[src/hdl/pjdl_pkg.sv]
// Widths, register map and state encodings of the PJDL controller
// Registers are 32 bit words; address bits 5 to 2 select the word

package pjdl_pkg;

    // -------------------------------------------------------------------------
    // Widths that carry a meaning
    // -------------------------------------------------------------------------
    typedef logic [31:0] bus_addr_t;
    typedef logic [31:0] bus_data_t;
    typedef logic [7:0]  line_byte_t;
    typedef logic [13:0] pad_ticks_t;
    typedef logic [11:0] data_ticks_t;
    typedef logic [7:0]  pjon_id_t;
    typedef logic [3:0]  reg_word_t;

    // -------------------------------------------------------------------------
    // Register word addresses
    // -------------------------------------------------------------------------
    localparam reg_word_t REG_PAD       = 4'd0;
    localparam reg_word_t REG_DATA      = 4'd1;
    localparam reg_word_t REG_ENABLE    = 4'd2;
    localparam reg_word_t REG_STREAM    = 4'd3;
    localparam reg_word_t REG_STATUS    = 4'd4;
    localparam reg_word_t REG_DEVICE_ID = 4'd5;
    localparam reg_word_t REG_ROUTER    = 4'd6;

    // Status word bits
    localparam int unsigned STAT_TX_EMPTY = 0;
    localparam int unsigned STAT_RX_AVAIL = 1;
    localparam int unsigned STAT_TX_BUSY  = 2;
    localparam int unsigned STAT_RX_BUSY  = 3;

    // Frame end marker in the stream word
    localparam int unsigned STREAM_LAST_BIT = 8;

    localparam pjon_id_t    BROADCAST_ID = 8'h00;
    // End of frame after this many bit times of low line
    localparam int unsigned IDLE_BITS    = 3;
    localparam int unsigned SYNC_STAGES  = 3;

    // -------------------------------------------------------------------------
    // State machines
    // -------------------------------------------------------------------------
    typedef enum logic [2:0] {
        TX_IDLE,
        TX_PAD,
        TX_SYNC,
        TX_BITS,
        TX_WAIT
    } tx_state_e;

    typedef enum logic [2:0] {
        RX_IDLE,
        RX_PAD,
        RX_SYNC,
        RX_BITS,
        RX_HOLD
    } rx_state_e;

endpackage

[src/hdl/pjdl_regs.sv]
// Register port grants in the request cycle and responds one cycle later
// Transmit and receive buffers hold one byte each
// Unmapped writes answer with err and unmapped reads return all ones

`timescale 1ns/1ps

module pjdl_regs (
    input  logic                  clk_i,
    input  logic                  reset_i,
    input  logic                  bus_req_i,
    input  logic                  bus_we_i,
    input  pjdl_pkg::bus_addr_t   bus_addr_i,
    input  pjdl_pkg::bus_data_t   bus_wdata_i,
    input  logic                  tx_ready_i,
    input  logic                  rx_valid_i,
    input  pjdl_pkg::line_byte_t  rx_byte_i,
    input  logic                  rx_last_i,
    input  logic                  tx_busy_i,
    input  logic                  rx_busy_i,
    output logic                  bus_gnt_o,
    output logic                  bus_rvalid_o,
    output pjdl_pkg::bus_data_t   bus_rdata_o,
    output logic                  bus_err_o,
    output logic                  tx_valid_o,
    output pjdl_pkg::line_byte_t  tx_byte_o,
    output logic                  tx_last_o,
    output logic                  rx_ready_o,
    output pjdl_pkg::pad_ticks_t  pad_ticks_o,
    output pjdl_pkg::data_ticks_t data_ticks_o,
    output logic                  enable_o,
    output pjdl_pkg::pjon_id_t    device_id_o,
    output logic                  router_mode_o
);
    import pjdl_pkg::*;

    // Registered request
    logic        req_q;
    logic        we_q;
    bus_addr_t   addr_q;
    bus_data_t   wdata_q;
    reg_word_t   word;
    logic        wr_en;
    logic        rd_stream;

    // Configuration
    pad_ticks_t  pad_q;
    data_ticks_t data_q;
    logic        enable_q;
    pjon_id_t    device_id_q;
    logic        router_q;

    // One-byte buffers
    logic        tx_valid_q;
    line_byte_t  tx_byte_q;
    logic        tx_last_q;
    logic        rx_avail_q;
    line_byte_t  rx_byte_q;
    logic        rx_last_q;

    bus_data_t   rsp_data;
    logic        rsp_err;

    assign bus_gnt_o = bus_req_i;
    assign word      = addr_q[5:2];
    assign wr_en     = req_q && we_q;
    assign rd_stream = req_q && !we_q && (word == REG_STREAM);

    always_ff @(posedge clk_i) begin
        if (reset_i) begin
            req_q <= 1'b0;
        end else begin
            req_q <= bus_req_i;
        end
    end

    always_ff @(posedge clk_i) begin
        if (bus_req_i) begin
            we_q    <= bus_we_i;
            addr_q  <= bus_addr_i;
            wdata_q <= bus_wdata_i;
        end
    end

    // -------------------------------------------------------------------------
    // Configuration writes
    // -------------------------------------------------------------------------
    always_ff @(posedge clk_i) begin
        if (reset_i) begin
            pad_q       <= '0;
            data_q      <= '0;
            enable_q    <= 1'b0;
            device_id_q <= '0;
            router_q    <= 1'b0;
        end else if (wr_en) begin
            case (word)
                REG_PAD:       pad_q       <= pad_ticks_t'(wdata_q);
                REG_DATA:      data_q      <= data_ticks_t'(wdata_q);
                REG_ENABLE:    enable_q    <= wdata_q[0];
                REG_DEVICE_ID: device_id_q <= pjon_id_t'(wdata_q);
                REG_ROUTER:    router_q    <= wdata_q[0];
                default:       ;
            endcase
        end
    end

    // -------------------------------------------------------------------------
    // Byte buffers
    // -------------------------------------------------------------------------
    always_ff @(posedge clk_i) begin
        if (reset_i) begin
            tx_valid_q <= 1'b0;
            rx_avail_q <= 1'b0;
        end else begin
            // A new write wins over the handshake of the old byte
            if (wr_en && word == REG_STREAM) begin
                tx_valid_q <= 1'b1;
            end else if (tx_valid_q && tx_ready_i) begin
                tx_valid_q <= 1'b0;
            end
            if (rx_valid_i && rx_ready_o) begin
                rx_avail_q <= 1'b1;
            end else if (rd_stream) begin
                rx_avail_q <= 1'b0;
            end
        end
    end

    always_ff @(posedge clk_i) begin
        if (wr_en && word == REG_STREAM) begin
            tx_byte_q <= line_byte_t'(wdata_q);
            tx_last_q <= wdata_q[STREAM_LAST_BIT];
        end
        if (rx_valid_i && rx_ready_o) begin
            rx_byte_q <= rx_byte_i;
            rx_last_q <= rx_last_i;
        end
    end

    // Response built from the registered request
    always_comb begin
        rsp_data = '0;
        rsp_err  = 1'b0;
        if (req_q && we_q) begin
            rsp_err = !(word inside {REG_PAD, REG_DATA, REG_ENABLE, REG_STREAM,
                                     REG_DEVICE_ID, REG_ROUTER});
        end else if (req_q) begin
            case (word)
                REG_PAD:       rsp_data = bus_data_t'(pad_q);
                REG_DATA:      rsp_data = bus_data_t'(data_q);
                REG_ENABLE:    rsp_data = bus_data_t'(enable_q);
                REG_STREAM: begin
                    rsp_data[7:0]            = rx_byte_q;
                    rsp_data[STREAM_LAST_BIT] = rx_last_q;
                end
                REG_STATUS: begin
                    rsp_data[STAT_TX_EMPTY] = !tx_valid_q;
                    rsp_data[STAT_RX_AVAIL] = rx_avail_q;
                    rsp_data[STAT_TX_BUSY]  = tx_busy_i;
                    rsp_data[STAT_RX_BUSY]  = rx_busy_i;
                end
                REG_DEVICE_ID: rsp_data = bus_data_t'(device_id_q);
                REG_ROUTER:    rsp_data = bus_data_t'(router_q);
                default:       rsp_data = '1;
            endcase
        end
    end

    assign bus_rvalid_o  = req_q;
    assign bus_rdata_o   = rsp_data;
    assign bus_err_o     = rsp_err;
    assign tx_valid_o    = tx_valid_q;
    assign tx_byte_o     = tx_byte_q;
    assign tx_last_o     = tx_last_q;
    assign rx_ready_o    = !rx_avail_q;
    assign pad_ticks_o   = pad_q;
    assign data_ticks_o  = data_q;
    assign enable_o      = enable_q;
    assign device_id_o   = device_id_q;
    assign router_mode_o = router_q;

    // A byte handed to the transmitter starts a frame on the next cycle
    assert property (@(posedge clk_i) disable iff (reset_i)
        tx_valid_o && tx_ready_i |=> tx_busy_i)
        else $error("transmitter not busy after taking a byte");

endmodule

[src/hdl/pjdl_tx.sv]
// PJDL byte serializer sends a high pad, a low sync bit and 8 data bits LSB first
// Tick values of zero are not supported
// Enable low clears the FSM and releases the line

`timescale 1ns/1ps

module pjdl_tx (
    input  logic                  clk_i,
    input  logic                  reset_i,
    input  logic                  enable_i,
    input  pjdl_pkg::pad_ticks_t  pad_ticks_i,
    input  pjdl_pkg::data_ticks_t data_ticks_i,
    input  logic                  tx_valid_i,
    input  pjdl_pkg::line_byte_t  tx_byte_i,
    input  logic                  tx_last_i,
    output logic                  tx_ready_o,
    output logic                  busy_o,
    output logic                  pjon_o,
    output logic                  pjon_en_o
);
    import pjdl_pkg::*;

    tx_state_e  state_q;
    pad_ticks_t tick_q;
    logic [2:0] bit_q;
    line_byte_t shift_q;
    logic       last_q;
    logic       hold;
    logic       tick_done;
    logic       byte_done;
    logic       take;
    pad_ticks_t bit_len;

    assign hold      = reset_i || !enable_i;
    assign bit_len   = pad_ticks_t'(data_ticks_i) - 1'b1;
    assign tick_done = (tick_q == '0);
    assign byte_done = (state_q == TX_BITS) && tick_done && (bit_q == 3'd7);

    // Next byte is taken as its pad starts
    assign tx_ready_o = enable_i && ((state_q == TX_IDLE) || (state_q == TX_WAIT) ||
                                     (byte_done && !last_q));
    assign take       = tx_valid_i && tx_ready_o;

    always_ff @(posedge clk_i) begin
        if (hold) begin
            state_q <= TX_IDLE;
            tick_q  <= '0;
            bit_q   <= '0;
            last_q  <= 1'b0;
        end else begin
            if (!tick_done) begin
                tick_q <= tick_q - 1'b1;
            end
            case (state_q)
                TX_PAD: begin
                    if (tick_done) begin
                        state_q <= TX_SYNC;
                        tick_q  <= bit_len;
                    end
                end
                TX_SYNC: begin
                    if (tick_done) begin
                        state_q <= TX_BITS;
                        tick_q  <= bit_len;
                        bit_q   <= '0;
                    end
                end
                TX_BITS: begin
                    if (tick_done) begin
                        bit_q  <= bit_q + 1'b1;
                        tick_q <= bit_len;
                        if (bit_q == 3'd7) begin
                            // Without a waiting byte the line stays driven low
                            state_q <= last_q ? TX_IDLE : TX_WAIT;
                        end
                    end
                end
                default: ;
            endcase
            if (take) begin
                state_q <= TX_PAD;
                tick_q  <= pad_ticks_i - 1'b1;
                last_q  <= tx_last_i;
            end
        end
    end

    always_ff @(posedge clk_i) begin
        if (take) begin
            shift_q <= tx_byte_i;
        end else if (state_q == TX_BITS && tick_done) begin
            shift_q <= shift_q >> 1;
        end
    end

    assign busy_o    = (state_q != TX_IDLE);
    assign pjon_en_o = busy_o;
    assign pjon_o    = (state_q == TX_PAD) || ((state_q == TX_BITS) && shift_q[0]);

    // Zero tick lengths would wrap the counters
    assert property (@(posedge clk_i) disable iff (reset_i)
        take |-> (pad_ticks_i != '0) && (data_ticks_i != '0))
        else $error("byte taken with a zero pad or bit length");

endmodule

[src/hdl/pjdl_rx.sv]
// PJDL receiver: pad accepted after half of pad_ticks of high line
// Bits are sampled one bit time apart, starting mid sync bit
// No back-pressure: rx_valid_o is a one-cycle pulse

`timescale 1ns/1ps

module pjdl_rx (
    input  logic                  clk_i,
    input  logic                  reset_i,
    input  logic                  enable_i,
    input  pjdl_pkg::pad_ticks_t  pad_ticks_i,
    input  pjdl_pkg::data_ticks_t data_ticks_i,
    input  logic                  pjon_i,
    output logic                  rx_valid_o,
    output pjdl_pkg::line_byte_t  rx_byte_o,
    output logic                  rx_last_o,
    output logic                  busy_o
);
    import pjdl_pkg::*;

    logic [SYNC_STAGES-1:0] sync_q;
    logic                   line;
    rx_state_e              state_q;
    pad_ticks_t             cnt_q;
    logic [2:0]             bit_q;
    line_byte_t             shift_q;
    logic                   hold;
    logic                   sample;
    pad_ticks_t             data_len;
    pad_ticks_t             idle_limit;

    assign hold       = reset_i || !enable_i;
    assign line       = sync_q[SYNC_STAGES-1];
    assign data_len   = pad_ticks_t'(data_ticks_i);
    assign idle_limit = data_len * pad_ticks_t'(IDLE_BITS);
    assign sample     = (state_q == RX_BITS) && (cnt_q == data_len - 1'b1);

    always_ff @(posedge clk_i) begin
        if (hold) begin
            sync_q <= '0;
        end else begin
            sync_q <= {sync_q[SYNC_STAGES-2:0], pjon_i};
        end
    end

    // -------------------------------------------------------------------------
    // Frame FSM
    // -------------------------------------------------------------------------
    always_ff @(posedge clk_i) begin
        if (hold) begin
            state_q    <= RX_IDLE;
            cnt_q      <= '0;
            bit_q      <= '0;
            rx_valid_o <= 1'b0;
            rx_last_o  <= 1'b0;
        end else begin
            rx_valid_o <= 1'b0;
            if (cnt_q != '1) begin
                cnt_q <= cnt_q + 1'b1;
            end
            case (state_q)
                RX_IDLE: begin
                    if (line) begin
                        state_q <= RX_PAD;
                        cnt_q   <= '0;
                    end
                end
                RX_PAD: begin
                    if (!line) begin
                        cnt_q   <= '0;
                        state_q <= (cnt_q >= (pad_ticks_i >> 1)) ? RX_SYNC : RX_IDLE;
                    end
                end
                RX_SYNC: begin
                    // Mid sync bit, line must still be low
                    if (cnt_q == (data_len >> 1)) begin
                        state_q <= line ? RX_IDLE : RX_BITS;
                        cnt_q   <= '0;
                        bit_q   <= '0;
                    end
                end
                RX_BITS: begin
                    if (sample) begin
                        cnt_q <= '0;
                        bit_q <= bit_q + 1'b1;
                        if (bit_q == 3'd7) begin
                            state_q <= RX_HOLD;
                        end
                    end
                end
                RX_HOLD: begin
                    // High line past the last bit starts the next pad
                    if (line && cnt_q >= data_len) begin
                        state_q    <= RX_PAD;
                        cnt_q      <= '0;
                        rx_valid_o <= 1'b1;
                        rx_last_o  <= 1'b0;
                    end else if (!line && cnt_q >= idle_limit) begin
                        state_q    <= RX_IDLE;
                        rx_valid_o <= 1'b1;
                        rx_last_o  <= 1'b1;
                    end
                end
                default: state_q <= RX_IDLE;
            endcase
        end
    end

    always_ff @(posedge clk_i) begin
        if (sample) begin
            shift_q <= {line, shift_q[7:1]};
        end
        if (state_q == RX_HOLD) begin
            rx_byte_o <= shift_q;
        end
    end

    assign busy_o = (state_q != RX_IDLE);

endmodule

[src/hdl/pjon_rx_filter.sv]
// Receiver-id filter: first byte of a frame decides for the whole frame
// Output holds one byte; a newer byte overwrites an unread one

`timescale 1ns/1ps

module pjon_rx_filter (
    input  logic                 clk_i,
    input  logic                 reset_i,
    input  logic                 enable_i,
    input  pjdl_pkg::pjon_id_t   device_id_i,
    input  logic                 router_mode_i,
    input  logic                 in_valid_i,
    input  pjdl_pkg::line_byte_t in_byte_i,
    input  logic                 in_last_i,
    input  logic                 out_ready_i,
    output logic                 in_ready_o,
    output logic                 out_valid_o,
    output pjdl_pkg::line_byte_t out_byte_o,
    output logic                 out_last_o
);
    import pjdl_pkg::*;

    logic first_q;
    logic pass_q;
    logic id_match;
    logic pass_now;

    assign id_match   = (in_byte_i == device_id_i) || (in_byte_i == BROADCAST_ID) ||
                        router_mode_i;
    assign pass_now   = first_q ? id_match : pass_q;
    // Dropped bytes are always accepted
    assign in_ready_o = !pass_now || !out_valid_o || out_ready_i;

    always_ff @(posedge clk_i) begin
        if (reset_i || !enable_i) begin
            first_q     <= 1'b1;
            pass_q      <= 1'b0;
            out_valid_o <= 1'b0;
        end else begin
            if (out_valid_o && out_ready_i) begin
                out_valid_o <= 1'b0;
            end
            if (in_valid_i) begin
                first_q <= in_last_i;
                pass_q  <= pass_now;
                if (pass_now) begin
                    out_valid_o <= 1'b1;
                end
            end
        end
    end

    always_ff @(posedge clk_i) begin
        if (in_valid_i && pass_now) begin
            out_byte_o <= in_byte_i;
            out_last_o <= in_last_i;
        end
    end

endmodule

[src/hdl/pjdl_top.sv]
// PJDL one-wire controller with register port
// pjon_o is meaningful only while pjon_en_o is high

`timescale 1ns/1ps

module pjdl_top (
    input  logic                clk_i,
    input  logic                reset_i,
    input  logic                bus_req_i,
    input  logic                bus_we_i,
    input  pjdl_pkg::bus_addr_t bus_addr_i,
    input  pjdl_pkg::bus_data_t bus_wdata_i,
    input  logic                pjon_i,
    output logic                bus_gnt_o,
    output logic                bus_rvalid_o,
    output pjdl_pkg::bus_data_t bus_rdata_o,
    output logic                bus_err_o,
    output logic                pjon_o,
    output logic                pjon_en_o
);
    import pjdl_pkg::*;

    pad_ticks_t  pad_ticks;
    data_ticks_t data_ticks;
    logic        enable;
    pjon_id_t    device_id;
    logic        router_mode;

    logic        tx_valid;
    line_byte_t  tx_byte;
    logic        tx_last;
    logic        tx_ready;
    logic        tx_busy;

    logic        rx_valid;
    line_byte_t  rx_byte;
    logic        rx_last;
    logic        rx_busy;

    logic        flt_valid;
    line_byte_t  flt_byte;
    logic        flt_last;
    logic        flt_ready;

    pjdl_regs regs0 (
        .clk_i         (clk_i),
        .reset_i       (reset_i),
        .bus_req_i     (bus_req_i),
        .bus_we_i      (bus_we_i),
        .bus_addr_i    (bus_addr_i),
        .bus_wdata_i   (bus_wdata_i),
        .tx_ready_i    (tx_ready),
        .rx_valid_i    (flt_valid),
        .rx_byte_i     (flt_byte),
        .rx_last_i     (flt_last),
        .tx_busy_i     (tx_busy),
        .rx_busy_i     (rx_busy),
        .bus_gnt_o     (bus_gnt_o),
        .bus_rvalid_o  (bus_rvalid_o),
        .bus_rdata_o   (bus_rdata_o),
        .bus_err_o     (bus_err_o),
        .tx_valid_o    (tx_valid),
        .tx_byte_o     (tx_byte),
        .tx_last_o     (tx_last),
        .rx_ready_o    (flt_ready),
        .pad_ticks_o   (pad_ticks),
        .data_ticks_o  (data_ticks),
        .enable_o      (enable),
        .device_id_o   (device_id),
        .router_mode_o (router_mode)
    );

    pjdl_tx tx0 (
        .clk_i        (clk_i),
        .reset_i      (reset_i),
        .enable_i     (enable),
        .pad_ticks_i  (pad_ticks),
        .data_ticks_i (data_ticks),
        .tx_valid_i   (tx_valid),
        .tx_byte_i    (tx_byte),
        .tx_last_i    (tx_last),
        .tx_ready_o   (tx_ready),
        .busy_o       (tx_busy),
        .pjon_o       (pjon_o),
        .pjon_en_o    (pjon_en_o)
    );

    pjdl_rx rx0 (
        .clk_i        (clk_i),
        .reset_i      (reset_i),
        .enable_i     (enable),
        .pad_ticks_i  (pad_ticks),
        .data_ticks_i (data_ticks),
        .pjon_i       (pjon_i),
        .rx_valid_o   (rx_valid),
        .rx_byte_o    (rx_byte),
        .rx_last_o    (rx_last),
        .busy_o       (rx_busy)
    );

    // The wire cannot be stalled, so the receiver ignores in_ready
    pjon_rx_filter filter0 (
        .clk_i         (clk_i),
        .reset_i       (reset_i),
        .enable_i      (enable),
        .device_id_i   (device_id),
        .router_mode_i (router_mode),
        .in_valid_i    (rx_valid),
        .in_byte_i     (rx_byte),
        .in_last_i     (rx_last),
        .out_ready_i   (flt_ready),
        .in_ready_o    (),
        .out_valid_o   (flt_valid),
        .out_byte_o    (flt_byte),
        .out_last_o    (flt_last)
    );

endmodule

[config.mk]
export PLATFORM = sky130hd
export DESIGN_NAME = pjdl_top
export DESIGN_NICKNAME = d
export VERILOG_FILES = /design/src/hdl/pjdl_pkg.sv /design/src/hdl/pjdl_regs.sv /design/src/hdl/pjdl_tx.sv /design/src/hdl/pjdl_rx.sv /design/src/hdl/pjon_rx_filter.sv /design/src/hdl/pjdl_top.sv
export SDC_FILE = /design/constraint.sdc
export NUM_CORES = 1
export LEC_CHECK = 0
export ABC_AREA = 1
export ABC_CLOCK_PERIOD_IN_PS = 4100
export BUFFER_PORTS_ARGS = -buffer_cell sky130_fd_sc_hd__buf_2
export CAP_MARGIN = 25
export CORE_ASPECT_RATIO = 0.75
export CORE_MARGIN = 2
export CORE_UTILIZATION = 45
export CTS_BUF_LIST = sky130_fd_sc_hd__clkbuf_8
export DETAILED_ROUTE_END_ITERATION = 10
export GPL_ROUTABILITY_DRIVEN = 0
export GPL_TIMING_DRIVEN = 0
export MAX_ROUTING_LAYER = met4
export PLACE_DENSITY = 0.64
export SETUP_SLACK_MARGIN = 0.3
export SLEW_MARGIN = 20
export SYNTH_ARGS = -nofsm -noshare
export SYNTH_HDL_FRONTEND = slang
export SYNTH_SLANG_ARGS = --single-unit
[constraint.sdc]
create_clock -name clk_i -period 4.1 [get_ports clk_i]
set_input_delay 1.025 -clock clk_i [delete_from_list [all_inputs] [get_ports clk_i]]
set_output_delay 1.025 -clock clk_i [all_outputs]
set_load 0.01 [all_outputs]
# Word-level counts from Yosys, hierarchy flattened
# Cells that the tools add are included.
dict set report classes {
  n_addsub 6
  multipliers 1
  order_cmp 3
  n_eq_ne 34
  mux 54
  bitwise_logic 1
  n_reduce_logical 60
}
# op count
set ops {}
lappend ops {{14-bit 2-to-1 mux} 10}
lappend ops {{14-bit one-hot mux with 5 select lines} 1}
lappend ops {{23-bit one-hot mux with 3 select lines} 1}
lappend ops {{32-bit 2-to-1 mux} 2}
lappend ops {{3-bit 2-to-1 mux} 16}
lappend ops {{4-bit one-hot mux with 7 select lines} 1}
lappend ops {{14-bit by 1-bit subtractor with 14-bit output, second input constant} 2}
lappend ops {{5-bit one-hot mux with 5 select lines} 1}
lappend ops {{8-bit 2-to-1 mux} 2}
lappend ops {{1-bit logical AND} 15}
lappend ops {{3-bit by 1-bit inequality test with 1-bit output, second input constant} 5}
lappend ops {{3-bit one-hot mux with 5 select lines} 1}
lappend ops {{14-bit by 1-bit adder with 14-bit output, second input constant} 1}
lappend ops {{14-bit by 11-bit equality test with 1-bit output} 1}
lappend ops {{14-bit equality test} 1}
lappend ops {{14-bit by 12-bit >= comparator with 1-bit output} 1}
lappend ops {{14-bit by 13-bit >= comparator with 1-bit output} 1}
lappend ops {{14-bit >= comparator} 1}
lappend ops {{14-bit logical NOT} 1}
lappend ops {{12-bit by 2-bit multiplier with 14-bit output, second input constant} 1}
lappend ops {{1-bit 2-to-1 mux} 14}
lappend ops {{14-bit inequality test, second input constant} 1}
lappend ops {{2-bit by 1-bit inequality test with 1-bit output, second input constant} 7}
lappend ops {{12-bit by 1-bit subtractor with 13-bit output, second input constant} 1}
lappend ops {{other kinds (29)} 71}
dict set report word_totals {
  regBits 160
  output_inout_bits 37
}

# Longest topological paths before layout
dict set report logic_depth {
  ltp_word 9
  depth_mapped 29
  mapped_depth_nobuf 29
}

# Modules after synthesis
# A second synthesis with hierarchy kept.
dict set report unflattened {
  cells_unflattened 1412
  hier_area_um2 10411.2
}
# module instances cells_per_inst area_per_inst_um2 seq_area_each_um2
set modules_own_cells {}
lappend modules_own_cells {pjdl_rx 1 602 4170.2 980.9}
lappend modules_own_cells {pjdl_regs 1 337 3210.6 1891.8}
lappend modules_own_cells {pjdl_tx 1 405 2444.8 660.6}
lappend modules_own_cells {pjon_rx_filter 1 68 585.6 330.3}

# Least setup slack after synthesis
# Ideal clock, no wire load.
dict set report synth_path {
  kind {reg2reg}
  startpoint {reg regs0.data_q[0] (netlist: regs0.data_ticks_o[0])}
  endpoint {reg rx0.state_q[0]}
  t_arrival_ps 3228
  t_required_ps 3987
  setup_slack_ps 759
  path_stages_with_launch 29
  path_cell_list {dfxtp_1 > ha_1 > inv_1 > fa_1 > inv_1 > nand3_1 > and2_1 > o21ai_0 > nand2_1 > nand2_1 > nand2_1 > nand2_1 > nand2_1 > nand2_1 > a21oi_1 > xor2_1 > ha_1 > nand2_1 > nor2_1 > and2_1 > nand2_1 > nand3_1 > nand2_1 > nand3_1 > nand3_1 > inv_1 > nand4_1 > nand2_1 > nor2_1}
}
dict set report synth_via {
  elab_chain_len 5
  word_cells_on_any_way 13
  classes_between {add/sub (1); mul (1); order compare (2); eq/ne (3); mux (2); reduce/logical (4)}
}
# element line
set synth_lines {}
lappend synth_lines {{start: declaration} pjdl_regs.sv:47} ;# data_ticks_t data_q;
lappend synth_lines {{start signal: assignment} pjdl_regs.sv:97} ;# REG_DATA: data_q <= data_ticks_t'(wdata_q);
lappend synth_lines {{12-bit by 2-bit multiplier with 14-bit output or 12-bit by 1-bit subtractor with 13-bit output (tied branches)} {pjdl_rx.sv:35, pjdl_rx.sv:36}}
lappend synth_lines {{14-bit >= comparator or 14-bit equality test (tied branches)} {pjdl_rx.sv:98, pjdl_rx.sv:36}}
lappend synth_lines {{1-bit logical AND, on equally long branches} {pjdl_rx.sv:98, pjdl_rx.sv:36}}
lappend synth_lines {{3-bit by 1-bit inequality test with 1-bit output (no source line) or 2-bit by 1-bit inequality test with 1-bit output (tied branches)} n/a}
lappend synth_lines {{6-bit AND reduction (no source line)} n/a}
lappend synth_lines {{end signal: assignment} pjdl_rx.sv:71} ;# state_q <= (cnt_q >= (pad_ticks_i >> 1)) ? RX_SYNC : RX_IDLE;
lappend synth_lines {{end signal: assignment} pjdl_rx.sv:77} ;# state_q <= line ? RX_IDLE : RX_BITS;
lappend synth_lines {{end: declaration} pjdl_rx.sv:23} ;# rx_state_e state_q;
# Several ways; a longest one is shown, not always the timed one.
# A chain may end at the register's enable or synchronous reset.

# Worst setup path after layout
dict set report layout_path {
  startpoint {reg regs0.addr_q[5]}
  endpoint {out bus_rdata_o[2]}
}
dict set report layout_via {
  elab_chain_len 4
  word_cells_on_any_way 10
  classes_between {eq/ne (6); mux (3); reduce/logical (1)}
}
# element line
set layout_lines {}
lappend layout_lines {{start: declaration} pjdl_regs.sv:39} ;# bus_addr_t addr_q;
lappend layout_lines {{start signal: assignment} pjdl_regs.sv:79} ;# addr_q <= bus_addr_i;
lappend layout_lines {{4-bit by 3-bit equality test with 1-bit output (tied with other cells)} pjdl_regs.sv:147} ;# case (word)
lappend layout_lines {{4-bit one-hot mux with 7 select lines (*)} pjdl_regs.sv:147}
lappend layout_lines {{32-bit 2-to-1 mux (*)} pjdl_regs.sv:146} ;# end else if (req_q) begin
lappend layout_lines {{32-bit 2-to-1 mux (*)} pjdl_regs.sv:143} ;# if (req_q && we_q) begin
lappend layout_lines {{end: declaration} pjdl_top.sv:16} ;# output pjdl_pkg::bus_data_t bus_rdata_o,
# Every way passes the cells marked *; elsewhere a longest branch is shown, timed or not.

==> impl_metrics.py <==
metrics = {
    "power": {
        "leakage_nw": 4.89,
        "finalPower_mw": 3.26,
        "seq_power_share_pct": 51.7,
        "pwr-share-comb_pct": 6.2,
        "ir_drop_mv": 0.199,
        "clkPwrFrac_pct": 42.1,
        "p_int_mw": 2.43,
        "switchingPower_mw": 0.826,
        "power_switching_share_pct": 25.4,
        "power_density_nw_per_um2": 296,
    },
    "grt": {
        "track_usage_pct": 25.4,
        "grt_antenna_before_repair": 0,
        "grt_pass1_wl_um": 42200,
        "first_global_vias": 7866,
        "grt_max_degree": 22,
        "grt_overflow": 0,
    },
    "worst_hold_path": {
        "hold_start": "rx0.sync_q[1]$_SDFF_PP0_",
        "hold_class": "reg2reg",
    },
    "logic_synthesis": {
        "ys_ff_latch": 158,
        "synth-main-ff-cell": "dfxtp_1",
        "yosysSeqAreaShare_pct": 39.9,
        "ys_warn_count": 0,
        "syn-num-nets": 1362,
        "syn_area_um2": 9680,
        "synth_top_area_share_pct": 21.7,
        "synth_most_common_cell": "nand2_1",
        "synth.area.top_cells": "edfxtp_1, dfxtp_1, nand2_1",
        "synth.avg_cell_area_um2": 7.93,
        "yosysUniqueCellTypes": 52,
        "synthCells": 1220,
        "synth_enable_flop_cells": 70,
        "yosys-top-cells-count": "nand2_1, inv_1, nor2_1",
        "synth_top_area_cell": "edfxtp_1",
        "synth-async-reset-ratio_pct": 0,
    },
    "outcome": {
        "outcome": "finished, final reports clean",
    },
    "timing": {
        "setup_viol": 0,
        "drv_slew": 0,
        "worst_pin_slew_ns": 0.944,
        "slew_headroom_pct": 36.9,
        "fin_crit_sh_pct": 87.8,
        "rsz0062_at_grt": "no",
        "finalClockSkew_ns": 0.0135,
        "setup_tns_ns": 0,
        "period_needed_ns": 3.60,
        "setup_slack_ns": 0.500,
        "final_hold_viol_count": 0,
        "fmax_ghz": 0.278,
    },
    "run": {
        "maxCapViolations": 0,
    },
    "detailed_routing": {
        "avgRoutedWirePerCell_um": 17.2,
        "vias": 8640,
        "via_per_inst": 5.35,
        "dr.first_iter.drc_count": 768,
        "antenna_left": 0,
        "wl_um": 27800,
        "firstDrtPassIters": 5,
        "route.detailed.drc": 0,
    },
    "worst_setup_path": {
        "cp_top_family": "buffers and inverters",
        "crit_slowest_cell": "edfxtp_1",
        "arrival_ns": 2.58,
        "cp_common_cell": "inv_1",
        "crit_chain": "nor2_1, inv_1, nor3_1, clkbuf_1, inv_1, o22ai_1, a221oi_1, a31oi_1, buf_2",
        "cp.required_ns": 3.07,
        "r2r_end": "rx0.state_q[0]$_SDFFE_PP0P_",
        "critPathLaunch": "regs0.addr_q[5]$_DFFE_PP_",
        "rrSetupSlack_ns": 0.53,
        "end_kind": "output pin",
        "cp.depth": 9,
        "worstReg2RegStart": "regs0.data_ticks_o[0]$_SDFFE_PP0P_",
        "crit_end": "bus_rdata_o[2]",
        "reg2reg_depth": 28,
        "criticalPathCategory": "reg2out",
        "slowest_delay_ns": 0.42,
        "crit_buf_inv": 4,
        "cp_max_fo": 10,
        "cp-start-kind": "flip-flop",
    },
    "clock_network": {
        "worst_skew_pair.late_latency_ns": 0.48,
        "clock_path_buffers": 2,
        "path_clk_slew_ns": 0.09,
        "htree_levels": 4,
        "cts_made_buffers": 17,
        "clock_sinks": 158,
        "cts_tree": "done",
        "cts-root-buf": "clkbuf_8",
    },
    "placed_design": {
        "dp_hpwl_um": 21400,
        "dp_slack_ns": 0.0864,
        "port_buffers": 59,
    },
    "layout": {
        "insertedDiodeCount": 0,
        "fin_nets": 1455,
        "drive_gt1_share_pct": 16.5,
        "area_growth_pct": 13.8,
        "nFillCells": 2017,
    },
    "floorplanning": {
        "dieArea_um2": 22700,
        "fp.dieW_um": 173,
        "start_util_pct": 45.8,
        "core_area_um2": 21100,
        "num_rows": 46,
        "fp.dieH_um": 131,
        "io_pins": 106,
    },
}
-- layout by cell type (no fill, tap or decap), types with 4 or more instances in the layout --
master	netlist	routed
nor2_4	4	4
bufinv_16	0	4
nor2_1	133	132
xnor2_1	21	21
inv_1	144	140
nor3_1	23	22
xor2_1	28	28
nand4_1	22	22
nand2_2	10	12
clkbuf_1	16	16
buf_4	18	33
a211oi_1	30	30
nand3_1	72	70
nand3_2	11	13
ha_1	72	69
nor2_2	8	9
nand2_4	4	4
inv_6	0	5
nand2_1	247	245
a21oi_1	72	71
dfxtp_1	88	81
edfxtp_1	70	70
o22ai_1	7	7
buf_2	3	62
clkbuf_8	0	18
or2_2	5	5
inv_2	17	18
a221oi_1	8	8
a31oi_1	7	7
o21ai_0	41	39
dfxtp_4	0	5
-- flip-flops by register name, indices dropped and copies added (netlist names), 4 cells and up --
register and count:
rx0.cnt_q 14, regs0.device_id_o 8, tx0.tick_q 14, regs0.wdata_q 14, regs0.pad_ticks_o 14, regs0.data_ticks_o 12
regs0.tx_byte_o 8, tx0.shift_q 8, regs0.rx_byte_q 8, rx0.shift_q 8, rx0.rx_byte_o 8, filter0.out_byte_o 8
regs0.addr_q 4
-- worst min-delay path: cells and delay by family (launching register included) --
kind | cells | cell delay, ns
flops | 1 | 0.31
simple gates | 1 | 0.03
buf+inv | 1 | 0.04
-- metrics by stage --
stage	hold slack (ns)	util, %	instance area, µm²	std cells
after detailed placement	0.405	48.9	10300	1568
final	0.415	52.1	11000	1614
after floorplan	0.394	-	9680	1220
after global placement	0.395	48.9	10300	1567
after CTS	0.419	51.2	10800	1600
after global routing	0.427	52.1	11000	1614
-- repair_timing --
item	4_1_cts	5_1_grt
hold buffers	0	0
gates resized for setup	5	26
setup buffers	0	14
endpoints found under the setup margin	4	5
endpoints found under the hold margin	0	0
pin swaps	0	11
-- cell type report --
class	instances	area, µm²	area share [%]
clock inverter	14	218	1.98
timing repair buffer	74	408	3.70
tap	288	360	3.27
inverter	163	626	5.68
clock buffer	18	248	2.25
multi-input combinational	859	5020	45.6
sequential	158	3880	35.3
buffer	40	244	2.22
-- power groups by stage --
stage               Clock (mW)  Combinational [mW]  Sequential (mW)
finish                    1.37               0.202             1.68
global route              1.45               0.223             1.69
CTS                       1.39               0.194             1.69
detailed placement           0               0.193             1.72
global placement             0               0.191             1.72
floorplan                    0               0.129             1.71
-- cell families after synthesis --
kind of cell | count (synthesis) | share of synthesized area (%)
compound gates | 184 | 11.3
xor+xnor | 49 | 4.44
fa+ha+maj | 73 | 9.52
buf+inv | 203 | 8.87
flops | 158 | 39.9
simple gates | 553 | 25.9
-- worst min path at each step --
stage | slack (ns) | to | cells after the start
after floorplan | 0.39 | rx0.sync_q[1]$_SDFF_PP0_ | 2
after global routing | 0.43 | rx0.sync_q[2]$_SDFF_PP0_ | 2
final | 0.41 | rx0.sync_q[2]$_SDFF_PP0_ | 2
after CTS | 0.42 | rx0.sync_q[2]$_SDFF_PP0_ | 2
after global placement | 0.40 | rx0.sync_q[2]$_SDFF_PP0_ | 2
after detailed placement | 0.41 | rx0.sync_q[2]$_SDFF_PP0_ | 2
-- metal layers --
layer	part of all wire [%]	wire, µm	track usage (%)
met4	2.3	644	9.37
met5	0	0	-
met3	9.1	2530	5.64
met2	41	11500	36.3
met1	47	13100	35.2
Note: power is estimated with default switching activity, not from simulation.
